===== config.mk =====
export PLATFORM = sky130hd
export DESIGN_NAME = afu_port_shim_flat
export DESIGN_NICKNAME = d
export VERILOG_FILES = /design/src/host_chan_pkg.sv /design/src/host_chan_if.sv /design/src/afu_port_shim.sv /design/src/flat_wrapper.sv
export SDC_FILE = /design/constraint.sdc
export NUM_CORES = 1
export LEC_CHECK = 0
export BUFFER_PORTS_ARGS = -buffer_cell sky130_fd_sc_hd__buf_2
export CAP_MARGIN = 25
export CORE_MARGIN = 1.5
export CORE_UTILIZATION = 45
export DETAILED_ROUTE_END_ITERATION = 10
export PLACE_DENSITY = 0.73
export SKIP_CTS_REPAIR_TIMING = 1
export SLEW_MARGIN = 30
export SYNTH_ARGS = -nofsm -noshare
export SYNTH_HDL_FRONTEND = slang
export SYNTH_SLANG_ARGS = --single-unit

===== constraint.sdc =====
create_clock -name pclk -period 4.2 [get_ports pclk]
set_input_delay 0.42 -clock pclk [delete_from_list [all_inputs] [get_ports pclk]]
set_output_delay 0.42 -clock pclk [all_outputs]
set_load 0.005 [all_outputs]

===== src/host_chan_pkg.sv =====
// Host channel definitions shared by the port shims, the channel multiplexer
// and the host memory model
package host_chan_pkg;

    // ============================
    // Field widths
    // ============================

    // Word address and data
    localparam int ADDR_W = 16;
    localparam int DATA_W = 32;

    // AFU tag and port index, both carried in the metadata word
    localparam int TAG_W  = 8;
    localparam int PORT_W = 2;
    localparam int MDATA_W = PORT_W + TAG_W;

    // Kind of a request, and also the kind of the matching response
    typedef enum logic [0:0] {
        REQ_RD = 1'b0,
        REQ_WR = 1'b1
    } t_req_kind;

    // Metadata as decoded by the shims and the multiplexer
    typedef struct packed {
        logic [PORT_W-1:0] port;
        logic [TAG_W-1:0]  tag;
    } t_mdata_fields;

    // The memory model only ever sees the raw word and echoes it back
    typedef union packed {
        logic [MDATA_W-1:0] raw;
        t_mdata_fields      fields;
    } t_mdata;

endpackage

===== src/host_chan_if.sv =====
// Request and response channel between an AFU-side requester and a host-side
// responder, with strobe handshakes and an almost_full level
interface host_chan_if;

    // Request path, driven from the AFU side
    logic                             req_valid;
    host_chan_pkg::t_req_kind         req_kind;
    logic [host_chan_pkg::ADDR_W-1:0] req_addr;
    logic [host_chan_pkg::DATA_W-1:0] req_data;
    host_chan_pkg::t_mdata            req_mdata;

    // Flow control, driven from the host side
    logic                             almost_full;

    // Response path, driven from the host side and never back-pressured
    logic                             rsp_valid;
    host_chan_pkg::t_req_kind         rsp_kind;
    logic [host_chan_pkg::DATA_W-1:0] rsp_data;
    host_chan_pkg::t_mdata            rsp_mdata;

    // Requester view
    modport to_host (
        output req_valid, req_kind, req_addr, req_data, req_mdata,
        input  almost_full,
        input  rsp_valid, rsp_kind, rsp_data, rsp_mdata
    );

    // Responder view
    modport to_afu (
        input  req_valid, req_kind, req_addr, req_data, req_mdata,
        output almost_full,
        output rsp_valid, rsp_kind, rsp_data, rsp_mdata
    );

endinterface


===== src/afu_port_shim.sv =====
// Per-port shim that buffers AFU requests, tags them with the port index and
// returns responses to the AFU with the port index stripped
module afu_port_shim #(
    parameter int PORT_ID    = 0,
    parameter int FIFO_DEPTH = 4
) (
    input  logic                             pclk,
    input  logic                             arst_n,

    // AFU request side
    input  logic                             req_valid,
    input  host_chan_pkg::t_req_kind         req_kind,
    input  logic [host_chan_pkg::ADDR_W-1:0] req_addr,
    input  logic [host_chan_pkg::DATA_W-1:0] req_data,
    input  logic [host_chan_pkg::TAG_W-1:0]  req_tag,

    // AFU response side
    output logic                             almost_full,
    output logic                             rsp_valid,
    output host_chan_pkg::t_req_kind         rsp_kind,
    output logic [host_chan_pkg::DATA_W-1:0] rsp_data,
    output logic [host_chan_pkg::TAG_W-1:0]  rsp_tag,

    host_chan_if.to_host                     host
);

    localparam int PTR_W = (FIFO_DEPTH > 1) ? $clog2(FIFO_DEPTH) : 1;
    localparam int CNT_W = $clog2(FIFO_DEPTH + 1);

    // Request storage, one entry per buffered request
    host_chan_pkg::t_req_kind         buf_kind [FIFO_DEPTH];
    logic [host_chan_pkg::ADDR_W-1:0] buf_addr [FIFO_DEPTH];
    logic [host_chan_pkg::DATA_W-1:0] buf_data [FIFO_DEPTH];
    logic [host_chan_pkg::TAG_W-1:0]  buf_tag  [FIFO_DEPTH];

    logic [PTR_W-1:0] wr_ptr;
    logic [PTR_W-1:0] rd_ptr;
    logic [CNT_W-1:0] count;

    logic                  push;
    logic                  pop;
    host_chan_pkg::t_mdata head_mdata;

    // ============================
    // Buffer control
    // ============================

    // Every strobe from the AFU is taken, the AFU watches almost_full
    assign push = req_valid;

    // The multiplexer drops almost_full for one cycle when it takes the head
    assign pop = host.req_valid && !host.almost_full;

    // Raised with one slot or fewer free, so a request already in flight fits
    assign almost_full = (count >= CNT_W'(FIFO_DEPTH - 1));

    always_ff @(posedge pclk or negedge arst_n)
    begin
        if (!arst_n)
        begin
            wr_ptr <= '0;
            rd_ptr <= '0;
            count  <= '0;
        end
        else
        begin
            if (push)
            begin
                wr_ptr <= (wr_ptr == PTR_W'(FIFO_DEPTH - 1)) ? '0 : wr_ptr + 1'b1;
            end
            if (pop)
            begin
                rd_ptr <= (rd_ptr == PTR_W'(FIFO_DEPTH - 1)) ? '0 : rd_ptr + 1'b1;
            end
            case ({push, pop})
                2'b10:   count <= count + 1'b1;
                2'b01:   count <= count - 1'b1;
                default: count <= count;
            endcase
        end
    end

    // Payload entries carry no reset, count qualifies them
    always_ff @(posedge pclk)
    begin
        if (push)
        begin
            buf_kind[wr_ptr] <= req_kind;
            buf_addr[wr_ptr] <= req_addr;
            buf_data[wr_ptr] <= req_data;
            buf_tag[wr_ptr]  <= req_tag;
        end
    end

    // ============================
    // Host side
    // ============================

    // Port index goes in next to the AFU tag so responses can find their way back
    always_comb
    begin
        head_mdata.fields.port = host_chan_pkg::PORT_W'(PORT_ID);
        head_mdata.fields.tag  = buf_tag[rd_ptr];
    end

    // The head entry is offered whenever the buffer holds anything
    assign host.req_valid = (count != '0);
    assign host.req_kind  = buf_kind[rd_ptr];
    assign host.req_addr  = buf_addr[rd_ptr];
    assign host.req_data  = buf_data[rd_ptr];
    assign host.req_mdata = head_mdata;

    // Responses go straight back in the same cycle, only the AFU tag survives
    assign rsp_valid = host.rsp_valid;
    assign rsp_kind  = host.rsp_kind;
    assign rsp_data  = host.rsp_data;
    assign rsp_tag   = host.rsp_mdata.fields.tag;

    // The AFU must have stopped before the buffer filled up
    a_no_push_when_full : assert property (
        @(posedge pclk) disable iff (!arst_n)
        !(push && (count == CNT_W'(FIFO_DEPTH)))
    );

endmodule


===== src/flat_wrapper.sv =====
// flat-port wrapper written by rule: the top's interface ports become plain ports
module afu_port_shim_flat 
#(
    parameter int PORT_ID    = 0,
    parameter int FIFO_DEPTH = 4
)
  (pclk, arst_n, req_valid, req_kind, req_addr, req_data, req_tag, almost_full, rsp_valid, rsp_kind, rsp_data, rsp_tag, host_req_valid, host_req_kind, host_req_addr, host_req_data, host_req_mdata, host_almost_full, host_rsp_valid, host_rsp_kind, host_rsp_data, host_rsp_mdata);
  host_chan_if host_i ();
  input  logic pclk;
  input  logic arst_n;
  input  logic req_valid;
  input  host_chan_pkg::t_req_kind req_kind;
  input  logic [host_chan_pkg::ADDR_W-1:0] req_addr;
  input  logic [host_chan_pkg::DATA_W-1:0] req_data;
  input  logic [host_chan_pkg::TAG_W-1:0] req_tag;
  output logic almost_full;
  output logic rsp_valid;
  output host_chan_pkg::t_req_kind rsp_kind;
  output logic [host_chan_pkg::DATA_W-1:0] rsp_data;
  output logic [host_chan_pkg::TAG_W-1:0] rsp_tag;
  output wire logic [$bits(host_i.req_valid)-1:0] host_req_valid;
  output wire logic [$bits(host_i.req_kind)-1:0] host_req_kind;
  output wire logic [$bits(host_i.req_addr)-1:0] host_req_addr;
  output wire logic [$bits(host_i.req_data)-1:0] host_req_data;
  output wire logic [$bits(host_i.req_mdata)-1:0] host_req_mdata;
  input wire logic [$bits(host_i.almost_full)-1:0] host_almost_full;
  input wire logic [$bits(host_i.rsp_valid)-1:0] host_rsp_valid;
  input wire logic [$bits(host_i.rsp_kind)-1:0] host_rsp_kind;
  input wire logic [$bits(host_i.rsp_data)-1:0] host_rsp_data;
  input wire logic [$bits(host_i.rsp_mdata)-1:0] host_rsp_mdata;
  assign host_req_valid = host_i.req_valid;
  assign host_req_kind = host_i.req_kind;
  assign host_req_addr = host_i.req_addr;
  assign host_req_data = host_i.req_data;
  assign host_req_mdata = host_i.req_mdata;
  assign host_i.almost_full = host_almost_full;
  assign host_i.rsp_valid = host_rsp_valid;
  assign host_i.rsp_kind = host_rsp_kind;
  assign host_i.rsp_data = host_rsp_data;
  assign host_i.rsp_mdata = host_rsp_mdata;
  afu_port_shim #(.PORT_ID(PORT_ID), .FIFO_DEPTH(FIFO_DEPTH)) u_core (.pclk(pclk), .arst_n(arst_n), .req_valid(req_valid), .req_kind(req_kind), .req_addr(req_addr), .req_data(req_data), .req_tag(req_tag), .almost_full(almost_full), .rsp_valid(rsp_valid), .rsp_kind(rsp_kind), .rsp_data(rsp_data), .rsp_tag(rsp_tag), .host(host_i));
endmodule

==> key figures <==
Layout
  – Fraction of layout cells with a size suffix above 1: 44.47%
  – Fin nets: 587
  – Final instance area: 10,300 um2
  – Area Growth Syn to Fin: 14.32%
  – Fin cells: 754

GRT
  – Pin count of the biggest net entering global routing: 58
  – Grt total ovfl: 0
  – Total GRT Usage: 14.78%
  – Vias in the first global route: ~4,300
  – Antenna violations before repair: 0
  – First-pass GRT wire length: between 20 and 25 mm

Power
  – NetSw: 1.797 mW
  – Clock power share: 28.9%
  – Net Sw Frac: between 20% and 30%
  – Reg power frac: 47.1%
  – P_int: between 5 and 6 mW
  – Logic pwr share: 24.0%
  – P_leak: between 3 and 4 nW
  – VDD IR-drop max: ~480 uV
  – P per Cell Area: 671.8 nW/um2

Worst setup path
  – CP Capture Type: primary output
  – FF-to-FF path depth: 8
  – Setup crit start kind: flip-flop
  – Critical path's top delay family: flip-flops
  – CP Max Fanout: 35
  – Critical Path AT: 2390 ps
  – FF-to-FF setup slack: 2250 ps
  – R2R Path End: u_core.count[2]$_DFFE_PN0P_
  – Critical Path RT: ~3800 ps
  – CP cell instances: buf_12 -> mux4_2 -> buf_2
  – Worst r2r src: u_core.count[0]$_DFFE_PN0P_
  – Max incr delay on CP: between 700 and 800 ps
  – Crit path kind: flip-flop to primary output
  – Critical path's slowest cell: dfrtp_4
  – Worst path bufs/invs: 2

Route
  – Residual DRC: 0
  – TritonRoute pass-1 iters: 4
  – Drt wl/cell: roughly 20 um
  – Routed Antenna Nets: 0
  – Routed via count: 3,933
  – DR iter-0 viols: 161
  – Via density per instance: ~5.2
  – Total wire length: around 15 mm

Synth
  – Top_reg_cell synth: edfxtp_1
  – Seq cells post-synth: 235
  – Leading area contributor after synthesis: edfxtp_1
  – Post-synthesis sequential area ratio: 77.94%
  – Top post-synthesis cells by area: edfxtp_1 (76%), mux4_2 (14%), buf_4 (4.0%), dfrtp_1 (1.9%), ha_1 (0.83%)
  – Top-area cell type share of the netlist area: 76.00%
  – Post-synth EDFFs: 228
  – Syn Inst Count: ~380
  – Yosys cell types: 24
  – Synth warn: 0
  – Top cells by count, synth: edfxtp_1 (228), mux4_2 (57), buf_4 (48)
  – Asr flop ratio synth: between 2 and 3%
  – Count leader, synth: edfxtp_1
  – Syn Std Cell Area: 9009 um2
  – Syn Area/Cell: 23.58 um2

Timing
  – Fmax achieved: roughly 0.36 GHz
  – Endpoints failing hold: 0
  – Slew HR: 37.70%
  – Setup Skew: 11.01 ps
  – Fin Setup TNS: 0 ps
  – Post-route minimum period: 2813 ps
  – RSZ-0062 raised after global routing: false
  – Slew @ Worst Pin: approximately 930 ps
  – Final Max Tran Viols: 0
  – Final period util: 66.97%
  – Final Setup Violations: 0

CTS
  – Root Driver: clkbuf_16
  – Total CTS buffers: 24
  – CTS clk-pin slew, worst paths: roughly 60 ps
  – CTS tree: done
  – CTS sink count: 235
  – Clock Latency Late Sink: 500 ps
  – Total number of H-tree levels: 1
  – Worst-case clock buffer depth: 3

Hold path
  – Hold depth: 1
  – HP Class: input port to flip-flop
  – Hold EP: u_core.buf_data[1][27]$_DFFE_PP_
  – Worst min-delay path startpoint: req_data[27]

Run
  – Max-Cap Viols: 0

Floorplan
  – Die width: 144.5 um
  – Die Y: 144.5 um
  – Row cnt: 51
  – Die area: 20,880 um2
  – Core box area: between 15,000 and 20,000 um2
  – Initial Util: 46.14%
  – I/O pin cnt: 208

Run status
  – Status: completed

Placed design
  – Placed instance count: just over 700
  – Placed cell area: 9552 um2
  – Detailed Place HPWL: 8.848 mm
  – Port Buf Inserts: approximately 120
  – RePlAce Congestion: 0.6974
[worst max-delay path by stage]
stage,to,slack (ps),from,depth (start not counted)
after detailed placement,host_req_data[31],1820,u_core.rd_ptr[0]$_DFFE_PN0P_,3
after floorplan,u_core.buf_addr[2][0]$_DFFE_PP_,1810,u_core.wr_ptr[0]$_DFFE_PN0P_,3
after global placement,host_req_data[31],1840,u_core.rd_ptr[0]$_DFFE_PN0P_,3
after CTS,host_req_data[31],1270,u_core.rd_ptr[0]$_DFFE_PN0P_,3
final,host_req_data[31],1390,u_core.rd_ptr[0]$_DFFE_PN0P_,3
after global routing,host_req_data[31],1190,u_core.rd_ptr[0]$_DFFE_PN0P_,3
[area by class of cell]
cell class,count,area (um2)
well taps,265,331.6
multi-input cells,85,1540
flip-flops and latches,235,7027
repair buffers,123,640.6
diodes,1,2.502
inverters,6,22.52
fillers,1531,9228
clock buffers,32,651.9
clock inverters,7,82.58
[power by group through the flow]
stage | logic (mW) | clock network, mW | registers (mW)
after floorplan | 1.26 | 0 | 3.14
after global placement | 1.68 | 0 | 3.29
after detailed placement | 1.70 | 0 | 3.33
after CTS | 1.71 | 2.05 | 3.28
after global routing | 1.82 | 2.14 | 3.32
final | 1.66 | 2.00 | 3.26
[cell usage in the layout (no fill, tap or decap), types with 4 or more instances in the layout]
cell | netlist | routed
ha_1 | 6 | 6
buf_2 | 3 | 119
clkbuf_1 | 0 | 7
mux4_2 | 57 | 57
clkbuf_16 | 0 | 25
and2_4 | 0 | 4
clkinv_1 | 0 | 4
dfrtp_1 | 7 | 5
edfxtp_1 | 228 | 228
inv_1 | 6 | 6
[cells by family after synthesis]
group	count (synthesis)	synth area share [%]
other cells	1	0.04163
mux	60	14.61
compound gates	3	0.1945
flops	235	77.94
fa+ha+maj	7	1.056
xor+xnor	3	0.2917
buf+inv	63	5.111
simple gates	10	0.7499
[registers in the layout, summed over array words and instances (netlist names)]
register and cells:
u_core.buf_addr 64, u_core.buf_data 128, u_core.buf_kind 4, u_core.buf_tag 32, u_core.count 3, u_core.rd_ptr 2
u_core.wr_ptr 2
[worst register-to-register path: cells and delay by family (launching register included)]
kind	cells	cell delay, ps
AND/OR/NAND/NOR	3	440
adder cells (fa/ha/maj)	2	610
flip-flops	1	410
buffers and inverters	1	60
XOR/XNOR	2	330
[metrics by stage]
stage          setup WS [ps]  hold WS (ps)  power [mW]  util (%)
6_report                1387         126.4       6.919     52.74
3_5_place_dp            1824         265.1       5.032     48.92
2_1_floorplan           1812         124.4       4.400         -
5_1_grt                 1191         110.6       7.273     52.73
3_3_place_gp            1838         255.2       4.969     48.92
4_1_cts                 1274        -282.0       7.045     52.68
[routing by layer]
layer | part of all wire, % | vias up | wire (um) | global-route usage (%)
met5 | 0 | - | 0 | 0
met4 | 4.2 | 0 | 651 | 6.699
met2 | 51 | 125 | 7749 | 24.93
met3 | 6.4 | 80 | 987 | 3.874
li1 | - | 1706 | - | -
met1 | 39 | 2022 | 5952 | 17.91
Note: power is estimated with default switching activity, not from simulation.
