### src/host_chan_pkg.sv
// Host channel definitions shared by the port shims, the channel multiplexer
// and the host memory model
package host_chan_pkg;

    // ============================
    // Field widths
    // ============================

    // Word address and data
    localparam int ADDR_W = 16;
    localparam int DATA_W = 32;

    // AFU tag and port index, both carried in the metadata word
    localparam int TAG_W  = 8;
    localparam int PORT_W = 2;
    localparam int MDATA_W = PORT_W + TAG_W;

    // Kind of a request, and also the kind of the matching response
    typedef enum logic [0:0] {
        REQ_RD = 1'b0,
        REQ_WR = 1'b1
    } t_req_kind;

    // Metadata as decoded by the shims and the multiplexer
    typedef struct packed {
        logic [PORT_W-1:0] port;
        logic [TAG_W-1:0]  tag;
    } t_mdata_fields;

    // The memory model only ever sees the raw word and echoes it back
    typedef union packed {
        logic [MDATA_W-1:0] raw;
        t_mdata_fields      fields;
    } t_mdata;

endpackage
### src/host_chan_if.sv
// Request and response channel between an AFU-side requester and a host-side
// responder, with strobe handshakes and an almost_full level
interface host_chan_if;

    // Request path, driven from the AFU side
    logic                             req_valid;
    host_chan_pkg::t_req_kind         req_kind;
    logic [host_chan_pkg::ADDR_W-1:0] req_addr;
    logic [host_chan_pkg::DATA_W-1:0] req_data;
    host_chan_pkg::t_mdata            req_mdata;

    // Flow control, driven from the host side
    logic                             almost_full;

    // Response path, driven from the host side and never back-pressured
    logic                             rsp_valid;
    host_chan_pkg::t_req_kind         rsp_kind;
    logic [host_chan_pkg::DATA_W-1:0] rsp_data;
    host_chan_pkg::t_mdata            rsp_mdata;

    // Requester view
    modport to_host (
        output req_valid, req_kind, req_addr, req_data, req_mdata,
        input  almost_full,
        input  rsp_valid, rsp_kind, rsp_data, rsp_mdata
    );

    // Responder view
    modport to_afu (
        input  req_valid, req_kind, req_addr, req_data, req_mdata,
        output almost_full,
        output rsp_valid, rsp_kind, rsp_data, rsp_mdata
    );

endinterface

### src/host_chan_mux.sv
// Round-robin multiplexer of two port shims onto the shared host channel,
// routing each response back by the port index in its metadata
module host_chan_mux (
    input  logic        pclk,
    input  logic        arst_n,

    host_chan_if.to_afu shim0,
    host_chan_if.to_afu shim1,

    host_chan_if.to_host mem
);

    // Priority bit, high when shim1 wins a tie
    logic       prio;
    logic [1:0] grant;

    // Registered request toward the memory model
    logic                             out_valid;
    host_chan_pkg::t_req_kind         out_kind;
    logic [host_chan_pkg::ADDR_W-1:0] out_addr;
    logic [host_chan_pkg::DATA_W-1:0] out_data;
    host_chan_pkg::t_mdata            out_mdata;

    logic [host_chan_pkg::PORT_W-1:0] rsp_port;

    // ============================
    // Arbitration
    // ============================

    // One request per cycle, and only when the channel has room
    always_comb
    begin
        grant = 2'b00;
        if (!mem.almost_full)
        begin
            if (shim0.req_valid && shim1.req_valid)
            begin
                grant = prio ? 2'b10 : 2'b01;
            end
            else
            begin
                grant = {shim1.req_valid, shim0.req_valid};
            end
        end
    end

    // A waiting shim sees almost_full until the cycle it is granted
    // and pops its head on that cycle
    assign shim0.almost_full = shim0.req_valid && !grant[0];
    assign shim1.almost_full = shim1.req_valid && !grant[1];

    // The loser of this cycle wins the next tie
    always_ff @(posedge pclk or negedge arst_n)
    begin
        if (!arst_n)
        begin
            prio      <= 1'b0;
            out_valid <= 1'b0;
        end
        else
        begin
            if (grant[0])
            begin
                prio <= 1'b1;
            end
            else if (grant[1])
            begin
                prio <= 1'b0;
            end
            out_valid <= |grant;
        end
    end

    // Payload follows the grant, valid qualifies it
    always_ff @(posedge pclk)
    begin
        if (grant[1])
        begin
            out_kind  <= shim1.req_kind;
            out_addr  <= shim1.req_addr;
            out_data  <= shim1.req_data;
            out_mdata <= shim1.req_mdata;
        end
        else if (grant[0])
        begin
            out_kind  <= shim0.req_kind;
            out_addr  <= shim0.req_addr;
            out_data  <= shim0.req_data;
            out_mdata <= shim0.req_mdata;
        end
    end

    assign mem.req_valid = out_valid;
    assign mem.req_kind  = out_kind;
    assign mem.req_addr  = out_addr;
    assign mem.req_data  = out_data;
    assign mem.req_mdata = out_mdata;

    // ============================
    // Response routing
    // ============================

    // Port index written by the shim comes back untouched from memory
    assign rsp_port = mem.rsp_mdata.fields.port;

    assign shim0.rsp_valid = mem.rsp_valid && (rsp_port == host_chan_pkg::PORT_W'(0));
    assign shim1.rsp_valid = mem.rsp_valid && (rsp_port == host_chan_pkg::PORT_W'(1));

    // Payload is shared, only the strobe picks the port
    assign shim0.rsp_kind  = mem.rsp_kind;
    assign shim0.rsp_data  = mem.rsp_data;
    assign shim0.rsp_mdata = mem.rsp_mdata;
    assign shim1.rsp_kind  = mem.rsp_kind;
    assign shim1.rsp_data  = mem.rsp_data;
    assign shim1.rsp_mdata = mem.rsp_mdata;

    // Grants never overlap, and a shim passed over while waiting goes next
    a_grant_onehot0 : assert property (
        @(posedge pclk) disable iff (!arst_n)
        $onehot0(grant)
        && !($past(grant[0] && shim1.req_valid) && !mem.almost_full && !grant[1])
        && !($past(grant[1] && shim0.req_valid) && !mem.almost_full && !grant[0])
    );

    // A response for a port nobody owns would vanish silently
    a_rsp_port_known : assert property (
        @(posedge pclk) disable iff (!arst_n)
        mem.rsp_valid |-> (rsp_port <= host_chan_pkg::PORT_W'(1))
    );

endmodule

### src/flat_wrapper.sv
// flat-port wrapper written by rule: the top's interface ports become plain ports
module host_chan_mux_flat 
  (pclk, arst_n, shim0_req_valid, shim0_req_kind, shim0_req_addr, shim0_req_data, shim0_req_mdata, shim0_almost_full, shim0_rsp_valid, shim0_rsp_kind, shim0_rsp_data, shim0_rsp_mdata, shim1_req_valid, shim1_req_kind, shim1_req_addr, shim1_req_data, shim1_req_mdata, shim1_almost_full, shim1_rsp_valid, shim1_rsp_kind, shim1_rsp_data, shim1_rsp_mdata, mem_req_valid, mem_req_kind, mem_req_addr, mem_req_data, mem_req_mdata, mem_almost_full, mem_rsp_valid, mem_rsp_kind, mem_rsp_data, mem_rsp_mdata);
  host_chan_if shim0_i ();
  host_chan_if shim1_i ();
  host_chan_if mem_i ();
  input  logic pclk;
  input  logic arst_n;
  input wire logic [$bits(shim0_i.req_valid)-1:0] shim0_req_valid;
  input wire logic [$bits(shim0_i.req_kind)-1:0] shim0_req_kind;
  input wire logic [$bits(shim0_i.req_addr)-1:0] shim0_req_addr;
  input wire logic [$bits(shim0_i.req_data)-1:0] shim0_req_data;
  input wire logic [$bits(shim0_i.req_mdata)-1:0] shim0_req_mdata;
  output wire logic [$bits(shim0_i.almost_full)-1:0] shim0_almost_full;
  output wire logic [$bits(shim0_i.rsp_valid)-1:0] shim0_rsp_valid;
  output wire logic [$bits(shim0_i.rsp_kind)-1:0] shim0_rsp_kind;
  output wire logic [$bits(shim0_i.rsp_data)-1:0] shim0_rsp_data;
  output wire logic [$bits(shim0_i.rsp_mdata)-1:0] shim0_rsp_mdata;
  input wire logic [$bits(shim1_i.req_valid)-1:0] shim1_req_valid;
  input wire logic [$bits(shim1_i.req_kind)-1:0] shim1_req_kind;
  input wire logic [$bits(shim1_i.req_addr)-1:0] shim1_req_addr;
  input wire logic [$bits(shim1_i.req_data)-1:0] shim1_req_data;
  input wire logic [$bits(shim1_i.req_mdata)-1:0] shim1_req_mdata;
  output wire logic [$bits(shim1_i.almost_full)-1:0] shim1_almost_full;
  output wire logic [$bits(shim1_i.rsp_valid)-1:0] shim1_rsp_valid;
  output wire logic [$bits(shim1_i.rsp_kind)-1:0] shim1_rsp_kind;
  output wire logic [$bits(shim1_i.rsp_data)-1:0] shim1_rsp_data;
  output wire logic [$bits(shim1_i.rsp_mdata)-1:0] shim1_rsp_mdata;
  output wire logic [$bits(mem_i.req_valid)-1:0] mem_req_valid;
  output wire logic [$bits(mem_i.req_kind)-1:0] mem_req_kind;
  output wire logic [$bits(mem_i.req_addr)-1:0] mem_req_addr;
  output wire logic [$bits(mem_i.req_data)-1:0] mem_req_data;
  output wire logic [$bits(mem_i.req_mdata)-1:0] mem_req_mdata;
  input wire logic [$bits(mem_i.almost_full)-1:0] mem_almost_full;
  input wire logic [$bits(mem_i.rsp_valid)-1:0] mem_rsp_valid;
  input wire logic [$bits(mem_i.rsp_kind)-1:0] mem_rsp_kind;
  input wire logic [$bits(mem_i.rsp_data)-1:0] mem_rsp_data;
  input wire logic [$bits(mem_i.rsp_mdata)-1:0] mem_rsp_mdata;
  assign shim0_i.req_valid = shim0_req_valid;
  assign shim0_i.req_kind = shim0_req_kind;
  assign shim0_i.req_addr = shim0_req_addr;
  assign shim0_i.req_data = shim0_req_data;
  assign shim0_i.req_mdata = shim0_req_mdata;
  assign shim0_almost_full = shim0_i.almost_full;
  assign shim0_rsp_valid = shim0_i.rsp_valid;
  assign shim0_rsp_kind = shim0_i.rsp_kind;
  assign shim0_rsp_data = shim0_i.rsp_data;
  assign shim0_rsp_mdata = shim0_i.rsp_mdata;
  assign shim1_i.req_valid = shim1_req_valid;
  assign shim1_i.req_kind = shim1_req_kind;
  assign shim1_i.req_addr = shim1_req_addr;
  assign shim1_i.req_data = shim1_req_data;
  assign shim1_i.req_mdata = shim1_req_mdata;
  assign shim1_almost_full = shim1_i.almost_full;
  assign shim1_rsp_valid = shim1_i.rsp_valid;
  assign shim1_rsp_kind = shim1_i.rsp_kind;
  assign shim1_rsp_data = shim1_i.rsp_data;
  assign shim1_rsp_mdata = shim1_i.rsp_mdata;
  assign mem_req_valid = mem_i.req_valid;
  assign mem_req_kind = mem_i.req_kind;
  assign mem_req_addr = mem_i.req_addr;
  assign mem_req_data = mem_i.req_data;
  assign mem_req_mdata = mem_i.req_mdata;
  assign mem_i.almost_full = mem_almost_full;
  assign mem_i.rsp_valid = mem_rsp_valid;
  assign mem_i.rsp_kind = mem_rsp_kind;
  assign mem_i.rsp_data = mem_rsp_data;
  assign mem_i.rsp_mdata = mem_rsp_mdata;
  host_chan_mux u_core (.pclk(pclk), .arst_n(arst_n), .shim0(shim0_i), .shim1(shim1_i), .mem(mem_i));
endmodule
### config.mk
export PLATFORM = sky130hd
export DESIGN_NAME = host_chan_mux_flat
export DESIGN_NICKNAME = d
export VERILOG_FILES = /design/src/host_chan_pkg.sv /design/src/host_chan_if.sv /design/src/host_chan_mux.sv /design/src/flat_wrapper.sv
export SDC_FILE = /design/constraint.sdc
export NUM_CORES = 1
export LEC_CHECK = 0
export BUFFER_PORTS_ARGS = -buffer_cell sky130_fd_sc_hd__buf_2
export CAP_MARGIN = 20
export CORE_AREA = 2 2 123 125
export DETAILED_ROUTE_END_ITERATION = 7
export DIE_AREA = 0 0 125 127
export PLACE_DENSITY = 0.55
export SLEW_MARGIN = 25
export SYNTH_ARGS = -nofsm -noshare
export SYNTH_HDL_FRONTEND = slang
export SYNTH_SLANG_ARGS = --single-unit
### constraint.sdc
create_clock -name pclk -period 1.8 [get_ports pclk]
set_input_delay 0.18 -clock pclk [delete_from_list [all_inputs] [get_ports pclk]]
set_output_delay 0.18 -clock pclk [all_outputs]
set_load 0.05 [all_outputs]
==> results of run 1 <==
## logic make-up after synthesis
family / count (synthesis)
multiplexers: 59
buffers and inverters: 93
flip-flops: 61
AND/OR/NAND/NOR: 7
AO/OA/AOI/OAI: 4
## flip-flops by register name, indices dropped and copies added (netlist names)
name and flops:
u_core.mem.req_addr 16, u_core.mem.req_data 32, u_core.mem.req_kind 1, u_core.mem.req_mdata 10
u_core.mem.req_valid 1, u_core.prio 1
## layout make-up
type                       instances  area (um^2)
tap                              184        230.2
timing repair buffer             198         1044
clock buffer                      10        229.0
multi-input combinational         70        787.0
sequential                        61         1822
fill                            1483        10230
inverter                           1        3.754
clock inverter                     5        76.32
## worst max path at each step
stage	start	end
5_1_grt	u_core.prio	u_core.mem.req_addr[1]
3_3_place_gp	u_core.prio	u_core.mem.req_addr[1]
2_1_floorplan	shim0_req_valid	u_core.mem.req_addr[0]
3_5_place_dp	u_core.prio	u_core.mem.req_addr[1]
6_report	u_core.prio	u_core.mem.req_addr[1]
4_1_cts	u_core.prio	u_core.mem.req_addr[1]
## stage by stage
| stage | hold WS [ps] | cells | area (um^2) | total power [mW] | setup slack [ps] |
|---|---|---|---|---|---|
| 2_1_floorplan | -115.6 | 224 | 3293 | 2.812 | 281.2 |
| 3_3_place_gp | -22.49 | 513 | 3876 | 2.588 | 217.1 |
| 3_5_place_dp | -21.23 | 513 | 3876 | 2.603 | 158.8 |
| 4_1_cts | 120.4 | 529 | 4192 | 4.432 | 149.7 |
| 5_1_grt | 135.9 | 529 | 4192 | 4.526 | 70.26 |
| 6_report | 142.5 | 529 | 4192 | 4.359 | 152.2 |
## metal layers
layer,track usage (%),wire length [um],vias up
li1,-,-,944
met1,12.11,3452,914
met2,19.69,4930,220
met3,7.454,1379,21
met4,5.294,247,0
met5,0,0,-
## cell usage after synthesis
library cell / instances
a21boi_0: 1
buf_2: 4
and3b_1: 1
nor3b_1: 1
nor2b_1: 1
nand2b_1: 1
buf_6: 2
dfrtp_1: 2
nor2_1: 2
mux2_4: 10
inv_1: 1
mux2_2: 49
edfxtp_1: 59
buf_4: 86
a31oi_1: 1
nand3_2: 1
a21oi_1: 2
## power breakdown
part           internal [mW]  total, mW  switching (mW)
combinational          0.309      0.853           0.545
clock                   1.20       1.79           0.598
sequential              1.69       1.71          0.0268
## worst max-delay path: stages, from the launching register on
cell      delay [ps]
dfrtp_1          400
nand2b_1         210
nand3_4          140
buf_12           230
mux2_2           380
==> flow_summary.rst, run 1 <==
.. list-table::
   :header-rows: 1

   * - Metric
     - Value
   * - Cell accounting for the most synthesized area
     - edfxtp_1
   * - Sum Neg Setup Slack
     - 0 ps
   * - Final layout net count
     - approximately 500
   * - End of the worst hold path
     - u_core.prio
   * - Number of pins exceeding their max-slew limit in the final report
     - 0
   * - Reg-to-reg setup timing slack
     - around 150 ps
   * - Final wirelength
     - between 10 and 15 mm
   * - Commonest cells after routing, fill and taps aside
     - 193 x buf_2, 59 x edfxtp_1, 49 x mux2_2, 10 x mux2_4, 9 x clkbuf_16
   * - Cts bufs inserted
     - 9
   * - Endpoint kind of the worst setup timing path
     - flop
   * - Area fraction of the dominant cell type after synthesis
     - around 54%
   * - Post-Route Utilization
     - between 20% and 30%
   * - Clock skew after layout
     - 7.688 ps
   * - Post-Synthesis Cell Area
     - roughly 3300 um^2
   * - Peak supply drop
     - about 0.35 mV
   * - DIE WIDTH
     - 125 um
   * - Part of the Yosys area used for sequential elements
     - a little under three fifths
   * - Number of failing setup endpoints in the final timing report
     - 0
   * - Distinct cell type count of the synthesized netlist
     - 17
   * - Vias per Instance
     - roughly 4
   * - Largest cells by area after synthesis
     - edfxtp_1 54%, buf_4 20%, mux2_2 17%, mux2_4 4.6%, dfrtp_1 1.5%
   * - Area share of fa/ha/maj cells after synthesis
     - 0%
   * - Required time worst endpoint
     - roughly 1900 ps
   * - Power per standard cell area
     - 1040 nW/um^2
   * - Most frequent standard cell in the layout excluding fill and tap cells
     - buf_2
   * - Starting Density
     - 22.78%
   * - Initial antenna violation count
     - 1
   * - Post CTS Setup Buffer Count
     - 0
   * - Area of the die
     - roughly 16000 um^2
   * - Worst reg2reg path depth
     - 4
   * - Die Height
     - between 100 and 150 um
   * - Shortest clock period the worst path allows after layout
     - ~1600 ps
   * - Share of cell area taken by muxes after synthesis
     - 21.36%
   * - Buffer depth of the longest clock path
     - 2
   * - Number of synthesized register bits
     - between 60 and 70
   * - Arrival time at the worst endpoint
     - around 1700 ps
   * - Net count after synthesis
     - approximately 390
   * - Worst hold path class
     - in2reg
   * - Final count of hold timing violations
     - 0
   * - Remaining antenna violation count
     - 0
   * - Fmax achieved
     - 606.9 MHz
   * - DR DRC count
     - 0
   * - H-tree depth
     - 3
   * - IO Pins
     - 317
   * - RD Place Congestion
     - 0.7816
   * - Maximum fanout along the worst path
     - 37
   * - ANT cells
     - 0
   * - Clock network latency to the later pin of the worst-skew pair
     - approximately 330 ps
   * - Count of vias placed by the detailed router
     - 2099
   * - Largest net degree at the start of global routing
     - 39
   * - Gate Count Post-Synth
     - ~220
   * - Number of hold buffers added after cts
     - 1
   * - XOR/XNOR Fraction of Synth Area
     - 0%
   * - Reg-to-reg endpoint
     - u_core.mem.req_addr[1]
   * - Avg WL per Cell
     - roughly 19 um
   * - Vias in the first global route
     - about 2200
   * - Fraction of final layout cells with drive strength greater than 1
     - 78.55%
   * - Cells resized by post-CTS repair
     - 0
   * - CORE AREA
     - 14420 um^2
   * - Total leakage power
     - 1.866 nW
   * - Crit Reg-Reg Startpoint
     - u_core.prio
   * - Period utilisation layout
     - about nine tenths
   * - Wire length of the first global-routing pass
     - between 10 and 15 mm
   * - Tot GR Track Use
     - between 10% and 20%
   * - Number of instances on the worst hold path
     - 2
   * - Relative max-transition margin
     - roughly four fifths
   * - Type of origin of the critical path
     - flop
   * - GRT Residual Overflow
     - 0
   * - Count of input and output buffers
     - roughly 190
   * - Clock tree from TritonCTS
     - built
   * - Worst Min Path Start
     - shim1_req_valid
   * - Simple-Gate Fraction of Synth Area
     - 1.409%
   * - Max_cap viols
     - 0
   * - Outcome
     - complete, no violations
   * - Clock transition at the register clock pins on the worst setup and hold paths after CTS
     - approximately 50 ps
   * - Synth Area in Compound Gates
     - less than 1%
   * - Transition time of the tightest slew-check pin
     - ~320 ps
   * - Per-instance average area after synthesis
     - approximately 15 um^2
   * - Estimated wirelength of the detail-placed design
     - approximately 8.2 mm
   * - Category of the most critical setup path
     - reg2reg
   * - Unrepaired setup endpoints after global routing
     - false
   * - Synthesis-to-finish area growth
     - 27.57%
   * - Clock tree sinks
     - between 60 and 70
   * - Number of detailed-route iterations in the first pass
     - 4
   * - Detailed router's first-iteration violation count
     - 71
   * - Main combinational cell family by area after synthesis
     - multiplexers
   * - Number of warnings issued by yosys
     - 0
   * - Root Driver
     - clkbuf_16
   * - Rows
     - 44
No activity file was read; power rests on OpenSTA's default activity.
==> inputs of run 2 (changes only) <==
--- a/config.mk
+++ b/config.mk
@@ -6,11 +6,10 @@
 export NUM_CORES = 1
 export LEC_CHECK = 0
 export BUFFER_PORTS_ARGS = -buffer_cell sky130_fd_sc_hd__buf_2
-export CAP_MARGIN = 20
-export CORE_AREA = 2 2 123 125
+export CORE_AREA = 2 2 122 124
 export DETAILED_ROUTE_END_ITERATION = 7
-export DIE_AREA = 0 0 125 127
-export PLACE_DENSITY = 0.55
+export DIE_AREA = 0 0 124 126
+export PLACE_DENSITY = 0.56
 export SLEW_MARGIN = 25
 export SYNTH_ARGS = -nofsm -noshare
 export SYNTH_HDL_FRONTEND = slang
==> constraint.sdc (replaced) <==
create_clock -name pclk -period 2.1 [get_ports pclk]
set_input_delay 0.21 -clock pclk [delete_from_list [all_inputs] [get_ports pclk]]
set_output_delay 0.21 -clock pclk [all_outputs]
set_load 0.05 [all_outputs]
==> run 2 against run 1 <==
Net effect: global-route usage down 0.68 points; die area fell by 1.6%; sequential cell count did not move.
==> flow_summary.rst, run 2 (synthesis gave the netlist of run 1 again) <==
.. list-table::
   :header-rows: 1

   * - Metric
     - Value
   * - Endpoint kind of the worst setup timing path
     - output pin
   * - Unrepaired setup endpoints after global routing
     - false
   * - Arrival time at the worst endpoint
     - 1550 ps (-170 ps)
   * - Sum Neg Setup Slack
     - 0 ps (unchanged)
   * - Area of the die
     - 15620 um^2 (-1.6%)
   * - DIE WIDTH
     - 124 um (-0.80%)
   * - Clock network latency to the later pin of the worst-skew pair
     - 330 ps (about the same)
   * - Die Height
     - 126 um (-0.79%)
   * - Clock tree sinks
     - 61 (unchanged)
   * - Max FFs per register
     - 32 (unchanged)
   * - Synthesis-to-finish area growth
     - 26.69%
   * - Relative max-transition margin
     - 77.45% (-1.1 points)
   * - H-tree depth
     - 3 (unchanged)
   * - ANT cells
     - 0 (unchanged)
   * - CORE AREA
     - 14310 um^2 (-0.76%)
   * - Final count of hold timing violations
     - 0 (unchanged)
   * - Final layout net count
     - 507 (-0.20%)
   * - Count of filler cells inserted in the layout
     - 1466 (-1.1%)
   * - Count of input and output buffers
     - 193 (unchanged)
   * - Tot GR Track Use
     - 11.28% (-0.68 points)
   * - Maximum fanout along the worst path
     - 4 (-89%)
   * - Most frequent standard cell in the layout excluding fill and tap cells
     - buf_2
   * - Peak supply drop
     - 0.2753 mV (-21%)
   * - Worst Min Path Start
     - shim1_req_valid
   * - Buffer depth of the longest clock path
     - 2 (unchanged)
   * - Clock tree from TritonCTS
     - built
   * - Reg-to-reg setup timing slack
     - 430 ps (+280 ps)
   * - Type of origin of the critical path
     - flop
   * - Detailed router's first-iteration violation count
     - 72 (+1.4%)
   * - End of the worst hold path
     - u_core.prio
   * - Pre-CTS worst setup slack
     - 418.6 ps (+259.8 ps)
   * - Final setup slack of the worst path
     - 344.6 ps (+192.4 ps)
   * - Number of failing setup endpoints in the final timing report
     - 0 (unchanged)
   * - Max_cap viols
     - 0 (unchanged)
   * - Shortest clock period the worst path allows after layout
     - approximately 1800 ps
   * - Wire length of the first global-routing pass
     - 12.51 mm (-8.4%)
   * - Worst hold path class
     - in2reg
   * - Final wirelength
     - 9.274 mm (-7.3%)
   * - GRT Residual Overflow
     - 0 (unchanged)
   * - Crit Reg-Reg Startpoint
     - u_core.prio
   * - Required time worst endpoint
     - 1890 ps (about the same)
   * - Total leakage power
     - 1.851 nW (-0.78%)
   * - Power per standard cell area
     - 866.8 nW/um^2 (-17%)
   * - IO Pins
     - 317 (unchanged)
   * - Number of detailed-route iterations in the first pass
     - 4 (unchanged)
   * - Count of vias placed by the detailed router
     - 2109 (+0.48%)
   * - Avg WL per Cell
     - 17.53 um (-7.3%)
   * - Transition time of the tightest slew-check pin
     - 338.2 ps (+14.33 ps)
   * - Rows
     - 44 (unchanged)
   * - Clock transition at the register clock pins on the worst setup and hold paths after CTS
     - 50 ps (about the same)
   * - Reg-to-reg endpoint
     - u_core.mem.req_data[13]
   * - Fraction of final layout cells with drive strength greater than 1
     - 78.26% (-0.29 points)
   * - RD Place Congestion
     - 0.7069 (-9.6%)
   * - DR DRC count
     - 0 (unchanged)
   * - Cts bufs inserted
     - 9 (unchanged)
   * - Vias in the first global route
     - 2114 (-3.2%)
   * - Number of pins exceeding their max-slew limit in the final report
     - 0 (unchanged)
   * - Category of the most critical setup path
     - reg2out
   * - Period utilisation layout
     - 83.59%
   * - Outcome
     - complete, no violations
   * - Post CTS Setup Buffer Count
     - 0 (unchanged)
   * - Fmax achieved
     - 569.7 MHz
   * - Vias per Instance
     - 3.987 (+0.48%)
   * - Commonest cells after routing, fill and taps aside
     - 193 x buf_2, 59 x edfxtp_1, 49 x mux2_2, 10 x mux2_4, 9 x clkbuf_16
   * - Root Driver
     - clkbuf_16
   * - Remaining antenna violation count
     - 0 (unchanged)
   * - Initial antenna violation count
     - 0 (-1)
   * - Worst reg2reg path depth
     - 4 (unchanged)
   * - Clock skew after layout
     - 3.596 ps (-4.091 ps)
   * - Starting Density
     - 22.95% (+0.18 points)
   * - Largest net degree at the start of global routing
     - 61 (+56%)
   * - Number of instances on the worst hold path
     - 2 (unchanged)
   * - Estimated wirelength of the detail-placed design
     - 7.496 mm (-8.3%)
[run 2: changes by cell type in the layout (fill, tap and decap cells not counted), sizes merged]
cell / delta
buf: -1
clkinv: +1
clkbuf: +1
bufinv: -1
[run 2: how the worst max path moves through the flow]
stage                      startpoint                 endpoint  slack, ps
after detailed placement  u_core.prio  u_core.mem.req_data[18]        420
after global routing      u_core.prio        shim1_almost_full        280
after CTS                 u_core.prio        shim1_almost_full        330
final                     u_core.prio        shim1_almost_full        340
after floorplan           u_core.prio        shim1_almost_full        200
after global placement    u_core.prio  u_core.mem.req_data[17]        460
[run 2: repair_timing]
item | 4_1_cts | 5_1_grt
gates resized for setup | 0 | 0
endpoints found under the hold margin | 2 | 0
hold buffers | 1 | 0
[run 2: worst max-delay path, stage by stage, from the launching register on]
cell and delay, ps:
dfrtp_1 400, nand2b_1 200, a21boi_0 290, buf_2 320
[run 2: power by group]
| group | switching (mW) | leakage [nW] | internal [mW] |
|---|---|---|---|
| Sequential | 0.0231 | 0.589 | 1.45 |
| Clock | 0.508 | 0.137 | 0.909 |
| Combinational | 0.460 | 1.13 | 0.263 |
[run 2: layout make-up]
| type | instances | area [um^2] | share of cell area, % |
|---|---|---|---|
| Clock buffer | 11 | 232.7 | 5.591 |
| Timing Repair Buffer | 197 | 1036 | 24.89 |
| Inverter | 1 | 3.754 | 0.09017 |
| Sequential cell | 61 | 1822 | 43.76 |
| Clock inverter | 5 | 51.30 | 1.232 |
| Tap cell | 184 | 230.2 | 5.531 |
| Multi-Input combinational cell | 70 | 787.0 | 18.91 |
[run 2: through the flow]
stage               std cells  area (um^2)  power (mW)  hold WS, ps  utilization (%)
floorplan                 224         3293       2.410       -85.59                -
global placement          512         3869       2.211        21.67            27.03
detailed placement        512         3869       2.226        20.00            27.03
CTS                       529         4163       3.690        152.7            29.08
global route              529         4163       3.780        163.0            29.08
finish                    529         4163       3.608        172.2            29.08
[run 2: metal layers]
| layer | GRT usage (%) | wire length, um | part of all wire, % |
|---|---|---|---|
| met1 | 9.458 | 2866 | 31 |
| met2 | 20.59 | 4779 | 52 |
| met3 | 6.612 | 1359 | 15 |
| met4 | 5.552 | 269 | 2.9 |
| met5 | 0 | 0 | 0 |
